===== config.mk =====
export PLATFORM = sky130hd
export DESIGN_NAME = cpu_core
export DESIGN_NICKNAME = d
export VERILOG_FILES = /design/src/hw/isa_pkg.sv /design/src/hw/pipe_pkg.sv /design/src/hw/cpu_core.sv /design/src/hw/csr_file.sv /design/src/hw/decode.sv /design/src/hw/execute.sv /design/src/hw/fetch.sv /design/src/hw/reg_file.sv
export VERILOG_INCLUDE_DIRS = /design/src /design/src/hw
export SDC_FILE = /design/constraint.sdc
export NUM_CORES = 2
export LEC_CHECK = 0
export ABC_AREA = 1
export BUFFER_PORTS_ARGS = -buffer_cell sky130_fd_sc_hd__buf_2
export CORE_UTILIZATION = 55
export DETAILED_ROUTE_END_ITERATION = 16
export PLACE_DENSITY_LB_ADDON = 0.2
export SYNTH_ARGS = -nofsm -noshare
export SYNTH_HDL_FRONTEND = slang
export SYNTH_SLANG_ARGS = --single-unit

===== constraint.sdc =====
create_clock -name clk -period 7 [get_ports clk]
set_input_delay 1.05 -clock clk [delete_from_list [all_inputs] [get_ports clk]]
set_output_delay 1.05 -clock clk [all_outputs]
set_load 0.005 [all_outputs]

===== src/hw/cpu_cfg.svh =====
`ifndef CPU_CFG_SVH
`define CPU_CFG_SVH

// Datapath and address width
`define CPU_XLEN 32

// First fetch address after reset
`define CPU_RESET_PC 32'h0000_0000

// Architectural register count, r0 included
`define CPU_NUM_REGS 32

// Scratch CSRs at the bottom of the CSR space
`define CPU_NUM_SCRATCH 4

`endif


===== src/hw/isa_pkg.sv =====
`default_nettype none

package isa_pkg;

    // Opcode lives in instr[31:26]
    typedef enum logic [5:0] {
        OP_NOP   = 6'h00,
        OP_ADD   = 6'h01,
        OP_SUB   = 6'h02,
        OP_AND   = 6'h03,
        OP_OR    = 6'h04,
        OP_XOR   = 6'h05,
        OP_SLT   = 6'h06,
        OP_ADDI  = 6'h08,
        OP_LUI   = 6'h09,
        OP_BEQ   = 6'h10,        // Compares rj with rd
        OP_BNE   = 6'h11,
        OP_CSRRD = 6'h18,
        OP_CSRWR = 6'h19
    } opcode_e;

    // rd in [25:21], rj in [20:16], rk in [15:11]
    typedef logic [4:0] reg_idx_t;

    // Immediate in [15:0], overlaps rk
    typedef logic [15:0] imm16_t;

    // CSR number is carried in imm16
    typedef enum logic [15:0] {
        CSR_SCRATCH0 = 16'h0000,
        CSR_SCRATCH1 = 16'h0001,
        CSR_SCRATCH2 = 16'h0002,
        CSR_SCRATCH3 = 16'h0003,
        CSR_RETIRED  = 16'h0010, // Read-only
        CSR_CTRL     = 16'h0020
    } csr_addr_e;

    localparam int CTRL_HALT_BIT = 0;

    typedef enum logic [3:0] {
        ALU_NOP,
        ALU_ADD,
        ALU_SUB,
        ALU_AND,
        ALU_OR,
        ALU_XOR,
        ALU_SLT,
        ALU_ADDI,
        ALU_LUI,
        ALU_BEQ,
        ALU_BNE
    } alu_op_e;

endpackage

`default_nettype wire


===== src/hw/pipe_pkg.sv =====
`default_nettype none

`include "cpu_cfg.svh"

package pipe_pkg;

    typedef struct packed {
        logic                 valid;
        logic [`CPU_XLEN-1:0] pc;
        logic [`CPU_XLEN-1:0] instr;
    } if_id_t;

    typedef struct packed {
        logic                 valid;
        logic [`CPU_XLEN-1:0] pc;
        isa_pkg::alu_op_e     alu_op;
        isa_pkg::reg_idx_t    rj_idx;
        logic [`CPU_XLEN-1:0] rj_data;
        isa_pkg::reg_idx_t    rk_idx;     // rd field for branches
        logic [`CPU_XLEN-1:0] rk_data;
        logic [`CPU_XLEN-1:0] imm;        // Sign-extended
        isa_pkg::reg_idx_t    rd;
        logic                 we;
        logic                 is_branch;
        logic                 is_csr;
        logic                 csr_wr;
        isa_pkg::csr_addr_e   csr_addr;
    } id_ex_t;

    typedef struct packed {
        logic                 valid;
        logic [`CPU_XLEN-1:0] pc;
        isa_pkg::reg_idx_t    rd;
        logic                 we;         // Already qualified by valid
        logic [`CPU_XLEN-1:0] result;
    } ex_wb_t;

    typedef struct packed {
        logic                 valid;
        logic [`CPU_XLEN-1:0] target;
    } redirect_t;

    typedef struct packed {
        logic [`CPU_XLEN-1:0] addr;
    } imem_req_t;

    typedef struct packed {
        logic                 valid;
        logic [`CPU_XLEN-1:0] pc;
        logic                 rf_we;
        isa_pkg::reg_idx_t    rf_wnum;
        logic [`CPU_XLEN-1:0] rf_wdata;
    } wb_trace_t;

endpackage

`default_nettype wire


===== src/hw/cpu_core.sv =====
`default_nettype none
`timescale 1ns/1ps

`include "cpu_cfg.svh"

module cpu_core (
    input  logic                  clk,
    input  logic                  arst_n,
    input  logic                  imem_req_ready,
    input  logic                  imem_resp_valid,
    input  logic [`CPU_XLEN-1:0]  imem_resp_data,
    output logic                  imem_req_valid,
    output pipe_pkg::imem_req_t   imem_req,
    output pipe_pkg::wb_trace_t   wb_trace,
    output logic                  halted
);

    pipe_pkg::if_id_t     if_id;
    pipe_pkg::id_ex_t     id_ex;
    pipe_pkg::ex_wb_t     ex_wb;
    pipe_pkg::redirect_t  redirect;

    isa_pkg::reg_idx_t    rj_idx;
    isa_pkg::reg_idx_t    rk_idx;
    logic [`CPU_XLEN-1:0] rj_data;
    logic [`CPU_XLEN-1:0] rk_data;

    isa_pkg::csr_addr_e   csr_addr;
    logic                 csr_we;
    logic [`CPU_XLEN-1:0] csr_wr_data;
    logic [`CPU_XLEN-1:0] csr_rd_data;
    logic                 retire;
    logic                 halt;

    fetch u_fetch (
        .clk,
        .arst_n,
        .imem_req_ready,
        .imem_resp_valid,
        .imem_resp_data,
        .redirect,
        .halt,
        .imem_req_valid,
        .imem_req,
        .if_id
    );

    decode u_decode (
        .clk,
        .arst_n,
        .if_id,
        .redirect,
        .rj_data,
        .rk_data,
        .rj_idx,
        .rk_idx,
        .id_ex
    );

    execute u_execute (
        .clk,
        .arst_n,
        .id_ex,
        .csr_rd_data,
        .ex_wb,
        .redirect,
        .csr_addr,
        .csr_we,
        .csr_wr_data,
        .retire
    );

    // Writeback stage is the ex_wb register itself
    reg_file u_reg_file (
        .clk,
        .arst_n,
        .rj_idx,
        .rk_idx,
        .we      (ex_wb.we),
        .wr_idx  (ex_wb.rd),
        .wr_data (ex_wb.result),
        .rj_data,
        .rk_data
    );

    csr_file u_csr_file (
        .clk,
        .arst_n,
        .csr_addr,
        .csr_we,
        .csr_wr_data,
        .retire,
        .csr_rd_data,
        .halt
    );

    assign wb_trace.valid    = ex_wb.valid;
    assign wb_trace.pc       = ex_wb.pc;
    assign wb_trace.rf_we    = ex_wb.we;
    assign wb_trace.rf_wnum  = ex_wb.rd;
    assign wb_trace.rf_wdata = ex_wb.result;

    assign halted = halt;

endmodule

`default_nettype wire


===== src/hw/csr_file.sv =====
`default_nettype none
`timescale 1ns/1ps

`include "cpu_cfg.svh"

module csr_file (
    input  logic                 clk,
    input  logic                 arst_n,
    input  isa_pkg::csr_addr_e   csr_addr,
    input  logic                 csr_we,
    input  logic [`CPU_XLEN-1:0] csr_wr_data,
    input  logic                 retire,
    output logic [`CPU_XLEN-1:0] csr_rd_data,
    output logic                 halt
);

    localparam int SCR_W = $clog2(`CPU_NUM_SCRATCH);

    logic [`CPU_XLEN-1:0] scratch [`CPU_NUM_SCRATCH];
    logic [`CPU_XLEN-1:0] retired;
    logic [`CPU_XLEN-1:0] ctrl;
    logic [15:0]          scr_off;
    logic                 is_scratch;

    assign scr_off    = csr_addr - isa_pkg::CSR_SCRATCH0;
    assign is_scratch = scr_off < 16'(`CPU_NUM_SCRATCH);

    always_comb begin
        csr_rd_data = '0;
        if (is_scratch) begin
            csr_rd_data = scratch[scr_off[SCR_W-1:0]];
        end else if (csr_addr == isa_pkg::CSR_RETIRED) begin
            csr_rd_data = retired;         // Count before this instruction
        end else if (csr_addr == isa_pkg::CSR_CTRL) begin
            csr_rd_data = ctrl;
        end
    end

    always_ff @(posedge clk or negedge arst_n) begin
        if (!arst_n) begin
            for (int i = 0; i < `CPU_NUM_SCRATCH; i++) begin
                scratch[i] <= '0;
            end
            retired <= '0;
            ctrl    <= '0;
        end else begin
            retired <= retired + `CPU_XLEN'(retire);
            if (csr_we && is_scratch) begin
                scratch[scr_off[SCR_W-1:0]] <= csr_wr_data;
            end
            if (csr_we && csr_addr == isa_pkg::CSR_CTRL) begin
                ctrl <= csr_wr_data;
            end
        end
    end

    assign halt = ctrl[isa_pkg::CTRL_HALT_BIT];

    // A write to RETIRED lands in no scratch register and leaves CTRL alone
    a_retired_ro: assert property (@(posedge clk) disable iff (!arst_n)
        csr_we && csr_addr == isa_pkg::CSR_RETIRED
        |=> $stable(ctrl) && !$past(is_scratch));

endmodule

`default_nettype wire


===== src/hw/decode.sv =====
`default_nettype none
`timescale 1ns/1ps

`include "cpu_cfg.svh"

module decode (
    input  logic                 clk,
    input  logic                 arst_n,
    input  pipe_pkg::if_id_t     if_id,
    input  pipe_pkg::redirect_t  redirect,
    input  logic [`CPU_XLEN-1:0] rj_data,
    input  logic [`CPU_XLEN-1:0] rk_data,
    output isa_pkg::reg_idx_t    rj_idx,
    output isa_pkg::reg_idx_t    rk_idx,
    output pipe_pkg::id_ex_t     id_ex
);

    isa_pkg::opcode_e  opcode;
    isa_pkg::reg_idx_t rd;
    isa_pkg::reg_idx_t rk;
    isa_pkg::imm16_t   imm16;
    isa_pkg::alu_op_e  alu_op;
    logic              we;
    logic              is_branch;
    logic              is_csr;
    logic              csr_wr;

    assign opcode = isa_pkg::opcode_e'(if_id.instr[31:26]);
    assign rd     = if_id.instr[25:21];
    assign rj_idx = if_id.instr[20:16];
    assign rk     = if_id.instr[15:11];
    assign imm16  = if_id.instr[15:0];
    assign rk_idx = is_branch ? rd : rk;  // Branches compare rj with rd

    always_comb begin
        alu_op    = isa_pkg::ALU_NOP;    // Unknown opcodes fall through as no-ops
        we        = 1'b0;
        is_branch = 1'b0;
        is_csr    = 1'b0;
        csr_wr    = 1'b0;
        case (opcode)
            isa_pkg::OP_ADD:   {alu_op, we} = {isa_pkg::ALU_ADD, 1'b1};
            isa_pkg::OP_SUB:   {alu_op, we} = {isa_pkg::ALU_SUB, 1'b1};
            isa_pkg::OP_AND:   {alu_op, we} = {isa_pkg::ALU_AND, 1'b1};
            isa_pkg::OP_OR:    {alu_op, we} = {isa_pkg::ALU_OR, 1'b1};
            isa_pkg::OP_XOR:   {alu_op, we} = {isa_pkg::ALU_XOR, 1'b1};
            isa_pkg::OP_SLT:   {alu_op, we} = {isa_pkg::ALU_SLT, 1'b1};
            isa_pkg::OP_ADDI:  {alu_op, we} = {isa_pkg::ALU_ADDI, 1'b1};
            isa_pkg::OP_LUI:   {alu_op, we} = {isa_pkg::ALU_LUI, 1'b1};
            isa_pkg::OP_BEQ:   {alu_op, is_branch} = {isa_pkg::ALU_BEQ, 1'b1};
            isa_pkg::OP_BNE:   {alu_op, is_branch} = {isa_pkg::ALU_BNE, 1'b1};
            isa_pkg::OP_CSRRD: {is_csr, we} = 2'b11;
            isa_pkg::OP_CSRWR: {is_csr, csr_wr, we} = 3'b111;
            default: ;
        endcase
    end

    always_ff @(posedge clk or negedge arst_n) begin
        if (!arst_n) begin
            id_ex <= '0;
        end else if (redirect.valid) begin
            id_ex <= '0;                     // Wrong-path instruction
        end else begin
            id_ex.valid     <= if_id.valid;
            id_ex.pc        <= if_id.pc;
            id_ex.alu_op    <= alu_op;
            id_ex.rj_idx    <= rj_idx;
            id_ex.rj_data   <= rj_data;
            id_ex.rk_idx    <= rk_idx;
            id_ex.rk_data   <= rk_data;
            id_ex.imm       <= {{(`CPU_XLEN-16){imm16[15]}}, imm16};
            id_ex.rd        <= rd;
            id_ex.we        <= we & (rd != '0);
            id_ex.is_branch <= is_branch;
            id_ex.is_csr    <= is_csr;
            id_ex.csr_wr    <= csr_wr;
            id_ex.csr_addr  <= isa_pkg::csr_addr_e'(imm16);
        end
    end

endmodule

`default_nettype wire


===== src/hw/execute.sv =====
`default_nettype none
`timescale 1ns/1ps

`include "cpu_cfg.svh"

module execute (
    input  logic                 clk,
    input  logic                 arst_n,
    input  pipe_pkg::id_ex_t     id_ex,
    input  logic [`CPU_XLEN-1:0] csr_rd_data,
    output pipe_pkg::ex_wb_t     ex_wb,
    output pipe_pkg::redirect_t  redirect,
    output isa_pkg::csr_addr_e   csr_addr,
    output logic                 csr_we,
    output logic [`CPU_XLEN-1:0] csr_wr_data,
    output logic                 retire
);

    logic [`CPU_XLEN-1:0] op_a;
    logic [`CPU_XLEN-1:0] op_b;
    logic [`CPU_XLEN-1:0] alu_res;
    logic                 taken;

    // One-back bypass from the writeback register
    assign op_a = (ex_wb.we && ex_wb.rd == id_ex.rj_idx) ? ex_wb.result : id_ex.rj_data;
    assign op_b = (ex_wb.we && ex_wb.rd == id_ex.rk_idx) ? ex_wb.result : id_ex.rk_data;

    always_comb begin
        case (id_ex.alu_op)
            isa_pkg::ALU_ADD:  alu_res = op_a + op_b;
            isa_pkg::ALU_SUB:  alu_res = op_a - op_b;
            isa_pkg::ALU_AND:  alu_res = op_a & op_b;
            isa_pkg::ALU_OR:   alu_res = op_a | op_b;
            isa_pkg::ALU_XOR:  alu_res = op_a ^ op_b;
            isa_pkg::ALU_SLT:  alu_res = `CPU_XLEN'($signed(op_a) < $signed(op_b));
            isa_pkg::ALU_ADDI: alu_res = op_a + id_ex.imm;
            isa_pkg::ALU_LUI:  alu_res = id_ex.imm << 16;
            default:           alu_res = '0;
        endcase
    end

    assign taken = (id_ex.alu_op == isa_pkg::ALU_BEQ && op_a == op_b)
                || (id_ex.alu_op == isa_pkg::ALU_BNE && op_a != op_b);

    assign redirect.valid  = id_ex.valid & id_ex.is_branch & taken;
    assign redirect.target = id_ex.pc + (id_ex.imm << 2);

    assign csr_addr    = id_ex.csr_addr;
    assign csr_we      = id_ex.valid & id_ex.is_csr & id_ex.csr_wr;
    assign csr_wr_data = op_a;
    assign retire      = id_ex.valid;

    always_ff @(posedge clk or negedge arst_n) begin
        if (!arst_n) begin
            ex_wb <= '0;
        end else begin
            ex_wb.valid  <= id_ex.valid;
            ex_wb.pc     <= id_ex.pc;
            ex_wb.rd     <= id_ex.rd;
            ex_wb.we     <= id_ex.valid & id_ex.we;
            ex_wb.result <= id_ex.is_csr ? csr_rd_data : alu_res;  // CSR reads return old value
        end
    end

    // A taken branch writes nothing and squashes the slot behind it
    a_redirect_src: assert property (@(posedge clk) disable iff (!arst_n)
        redirect.valid |=> !id_ex.valid && !$past(id_ex.we) && !$past(id_ex.is_csr));

endmodule

`default_nettype wire


===== src/hw/fetch.sv =====
`default_nettype none
`timescale 1ns/1ps

`include "cpu_cfg.svh"

module fetch (
    input  logic                 clk,
    input  logic                 arst_n,
    input  logic                 imem_req_ready,
    input  logic                 imem_resp_valid,
    input  logic [`CPU_XLEN-1:0] imem_resp_data,
    input  pipe_pkg::redirect_t  redirect,
    input  logic                 halt,
    output logic                 imem_req_valid,
    output pipe_pkg::imem_req_t  imem_req,
    output pipe_pkg::if_id_t     if_id
);

    logic [`CPU_XLEN-1:0] pc;           // Next address to request
    logic [`CPU_XLEN-1:0] fetch_pc;
    logic                 outstanding;
    logic                 stale;        // Live request belongs to the wrong path
    logic                 req_fire;
    logic                 can_issue;
    logic                 resp_take;

    assign req_fire  = imem_req_valid & imem_req_ready;
    assign fetch_pc  = redirect.valid ? redirect.target : pc;
    // One request live at a time, a new one may start as the old response lands
    assign can_issue = ~halt & ~imem_req_valid & (~outstanding | imem_resp_valid);
    assign resp_take = imem_resp_valid & ~stale & ~redirect.valid;

    always_ff @(posedge clk or negedge arst_n) begin
        if (!arst_n) begin
            pc             <= `CPU_RESET_PC;
            imem_req_valid <= 1'b0;
            imem_req       <= '0;
            outstanding    <= 1'b0;
            stale          <= 1'b0;
        end else begin
            if (can_issue) begin
                imem_req_valid <= 1'b1;
                imem_req.addr  <= fetch_pc;
                pc             <= fetch_pc + `CPU_XLEN'(4);
            end else begin
                if (req_fire) begin
                    imem_req_valid <= 1'b0;
                end
                if (redirect.valid) begin
                    pc <= redirect.target;
                end
            end

            if (req_fire) begin
                outstanding <= 1'b1;
            end else if (imem_resp_valid) begin
                outstanding <= 1'b0;
            end

            if (redirect.valid) begin
                stale <= imem_req_valid | (outstanding & ~imem_resp_valid);
            end else if (imem_resp_valid) begin
                stale <= 1'b0;
            end
        end
    end

    // Address of the live request doubles as the PC of its response
    always_ff @(posedge clk or negedge arst_n) begin
        if (!arst_n) begin
            if_id <= '0;
        end else begin
            if_id.valid <= resp_take;
            if_id.pc    <= imem_req.addr;
            if_id.instr <= imem_resp_data;
        end
    end

    a_req_stable: assert property (@(posedge clk) disable iff (!arst_n)
        imem_req_valid && !imem_req_ready |=> imem_req_valid && $stable(imem_req.addr));

    a_resp_expected: assert property (@(posedge clk) disable iff (!arst_n)
        imem_resp_valid |-> outstanding);

endmodule

`default_nettype wire


===== src/hw/reg_file.sv =====
`default_nettype none
`timescale 1ns/1ps

`include "cpu_cfg.svh"

module reg_file (
    input  logic                 clk,
    input  logic                 arst_n,
    input  isa_pkg::reg_idx_t    rj_idx,
    input  isa_pkg::reg_idx_t    rk_idx,
    input  logic                 we,
    input  isa_pkg::reg_idx_t    wr_idx,
    input  logic [`CPU_XLEN-1:0] wr_data,
    output logic [`CPU_XLEN-1:0] rj_data,
    output logic [`CPU_XLEN-1:0] rk_data
);

    logic [`CPU_XLEN-1:0] regs [`CPU_NUM_REGS];
    logic                 wr_ok;

    assign wr_ok = we && (wr_idx != '0);   // r0 stays zero

    always_ff @(posedge clk or negedge arst_n) begin
        if (!arst_n) begin
            for (int i = 0; i < `CPU_NUM_REGS; i++) begin
                regs[i] <= '0;
            end
        end else if (wr_ok) begin
            regs[wr_idx] <= wr_data;
        end
    end

    // Same-cycle write is visible to decode
    assign rj_data = (wr_ok && wr_idx == rj_idx) ? wr_data : regs[rj_idx];
    assign rk_data = (wr_ok && wr_idx == rk_idx) ? wr_data : regs[rk_idx];

endmodule

`default_nettype wire


==> reports/metrics.yaml <==
setup_path:
  cp_slowest_cell: "inv_1"
  r2r-start: "u_execute.ex_wb[37]"
  crit_top_cell: "nand2_1"
  r2r_end: "u_fetch.pc[30]"
  endpoint: "u_fetch.pc[30]"
  cp_max_fo: 50
  end_kind: "register"
  startpoint: "u_execute.ex_wb[37]"
  startpoint_type: "register"
  worst_ep_required_time_ns: 7.69
  r2r_setup_slack_ns: 0.68
  cp.arrival_ns: 7.01
  cp_slowest_stage_delay_ns: 0.67
  reg2regPathDepth: 29
  path_class: "reg2reg"
route:
  vias: 84937
  drt_iter0_markers: 12630
  drt_drc_violations_left: 0
  antenna_left: 0
  dr.pass1.iters: 9
  wl_mm: 354
  via_per_inst: 6.55
  post_drt_wl_per_cell_um: 27.3
synth:
  synth_edf_count: 0
  seq_area_frac_synth: 0.457
  synth_cell_type_count: 59
  synthArstFlopShare: 1.00
  ys_warn_count: 0
  syn-cell-area_um2: 85100
  syn_nets: 11354
  synthCells: 11187
  synth-seq-cells: 1555
  synth_ff_type: "dfrtp_1"
  avgSynthCellArea_um2: 7.60
timing:
  rsz0062_at_grt: "false"
  period_needed_ns: 6.32
  hold_viol: 0
  setup_viol: 0
  fin_crit_sh: 0.903
  fin_tns_setup_ns: 0
  finClkSkew_ns: 0.0380
  max_freq_ghz: 0.158
  max_slew_margin: 0.0429
  maxSlewViolCount: 0
  worst_pin_slew_ns: 1.43
clocking:
  clock_latency_ns: 0.83
  post_cts_buffers: 0
  clk_pin_slew_ns: 0.06
  cts-root-buf: "clkbuf_16"
  cts_tree: "done"
  ctsHoldBuffers: 0
  cts_resized: 0
  clockBufferDepth: 3
  numCtsBuffers: 168
  clock-sinks: 1555
  ctsHtreeMaxLevel: 4
pwr:
  p_per_area_nw_per_um2: 256
  ir_drop_mv: 0.280
  p_total_w: 0.0237
  power.leakage_nw: 41.7
finish:
  area_delta_synth_final_pct: 9.06
  drive_above_1_share: 0.0716
  final_common_cell: "nand2_1"
  fin_nets: 10974
  mostFrequentLayoutCells: "nand2_1, o21ai_0, dfrtp_1, nor2_1, inv_1"
  nFillCells: 13721
grt:
  grt_usage: 0.446
  grt_max_degree: 210
  grt-ovfl-total: 0
  grt_pass1_wl_mm: 522
  grt_pass1_vias: 79614
  grt_antenna_before_repair: 11
placed_design:
  numPortBuffers: 140
  dpl.hpwl_mm: 216
  gp_congestion: 1.04
outcome:
  status: "finished, final reports clean"
floorplan:
  start_util: 0.557
  die_x_um: 395
  dieArea_um2: 156000
  ios: 141
  die_h_um: 395
  rows: 143
  core_area_um2: 153000
min_path:
  hp-class: "in2async"
flow_run:
  cap_viol_max_count: 0
## critical path: cells and delay by family, from the launching register on
kind	cells	cell delay, ns
DFF	1	0.64
AOI/OAI and AO/OA	1	0.27
buffers and inverters	5	1.27
and+or+nand+nor	21	3.50
adders and majority gates	2	0.50
## Yosys cell counts (8+ instances only)
library cell | number | area (um2)
nand2_1 | 2415 | 9060
o21ai_0 | 1655 | 8280
dfrtp_1 | 1555 | 38900
nor2_1 | 1064 | 3990
inv_1 | 1014 | 3810
clkbuf_1 | 792 | 2970
a21oi_1 | 773 | 3870
nand3_1 | 426 | 2130
o211ai_1 | 185 | 1390
a221oi_1 | 169 | 1480
o32ai_1 | 169 | 1480
ha_1 | 128 | 1600
o311ai_0 | 114 | 998
nand4_1 | 95 | 594
xor2_1 | 70 | 613
buf_1 | 67 | 251
o22ai_1 | 51 | 319
nor3_1 | 45 | 225
a311oi_1 | 41 | 359
nand2_2 | 39 | 244
o21ai_1 | 26 | 130
a311o_1 | 21 | 210
or2_2 | 21 | 131
a31oi_1 | 20 | 125
xnor2_1 | 20 | 175
a32o_1 | 17 | 170
nor2_2 | 17 | 106
buf_2 | 16 | 80.1
o221ai_1 | 16 | 140
a22oi_1 | 15 | 113
inv_2 | 11 | 41.3
buf_4 | 10 | 75.1
buf_6 | 9 | 101
clkinv_1 | 8 | 30.0
nor2_4 | 8 | 90.1
nor4_1 | 8 | 50.1
o21bai_1 | 8 | 60.1
## through the flow
step | hold slack [ns] | util | worst slack (ns) | instances | cell area [um2]
final | 0.234 | 0.607 | 0.679 | 12976 | 92800
after global routing | 0.277 | 0.607 | 0.271 | 12971 | 92800
after CTS | 0.255 | 0.607 | 0.749 | 12971 | 92800
after detailed placement | 0.336 | 0.570 | 0.773 | 12667 | 87100
after global placement | 0.334 | 0.570 | 0.837 | 12667 | 87100
after floorplan | 0.331 | - | 2.63 | 11187 | 85100
## metal layers
layer  vias to the layer above  part of all wire  GRT usage
met3                      1272              0.13      0.113
met2                      5969              0.42      0.653
met5                         -           0.00014          0
met1                     40872              0.38      0.599
li1                      36816                 -          -
met4                         8             0.068      0.258
## power by group
part	total, W	switching (W)	internal (W)
Sequential	0.00999	0.000448	0.00954
Combinational	0.00452	0.00327	0.00125
Clock	0.00920	0.00389	0.00531
Total	0.0237	0.00760	0.0161
## flip-flops by register name, summed over array words and instances, names as in the netlist
register,flops
u_execute.ex_wb,71
u_fetch.stale,1
u_csr_file.scratch,128
u_fetch.pc,32
u_fetch.imem_req,32
u_fetch.imem_req_valid,1
u_fetch.if_id,65
u_reg_file.regs,1024
u_decode.id_ex,136
u_fetch.outstanding,1
u_csr_file.retired,32
u_csr_file.ctrl,32
## cell families (layout without fill, tap and decap cells)
kind of cell / after synthesis / count (layout) / share of synthesized area
xor+xnor: 90 / 90 / 0.00927
simple gates: 4151 / 4151 / 0.197
fa+ha+maj: 131 / 131 / 0.0195
other cells: 0 / 5 / 0
compound gates: 3330 / 3330 / 0.230
flops: 1555 / 1555 / 0.457
buf+inv: 1930 / 1684 / 0.0868
## worst min-delay path by stage
stage                                  start              endpoint  slack [ns]
after CTS                             arst_n  u_reg_file.regs[840]        0.25
after detailed placement  u_decode.id_ex[20]   u_execute.ex_wb[33]        0.34
after global routing                  arst_n  u_reg_file.regs[776]        0.28
after global placement    u_decode.id_ex[20]   u_execute.ex_wb[33]        0.33
final                                 arst_n  u_reg_file.regs[840]        0.23
after floorplan           u_decode.id_ex[20]   u_execute.ex_wb[33]        0.33
## layout make-up
cell class,count,area [um2],area share
well taps,2030,2540,0.0274
clock buffers,259,5080,0.0548
diodes,5,12.5,0.000135
repair buffers,345,2580,0.0278
multi-input cells,7702,39100,0.422
clock inverters,45,589,0.00635
inverters,1035,3930,0.0423
flip-flops and latches,1555,38900,0.420
No activity file was read; power rests on OpenSTA's default activity.
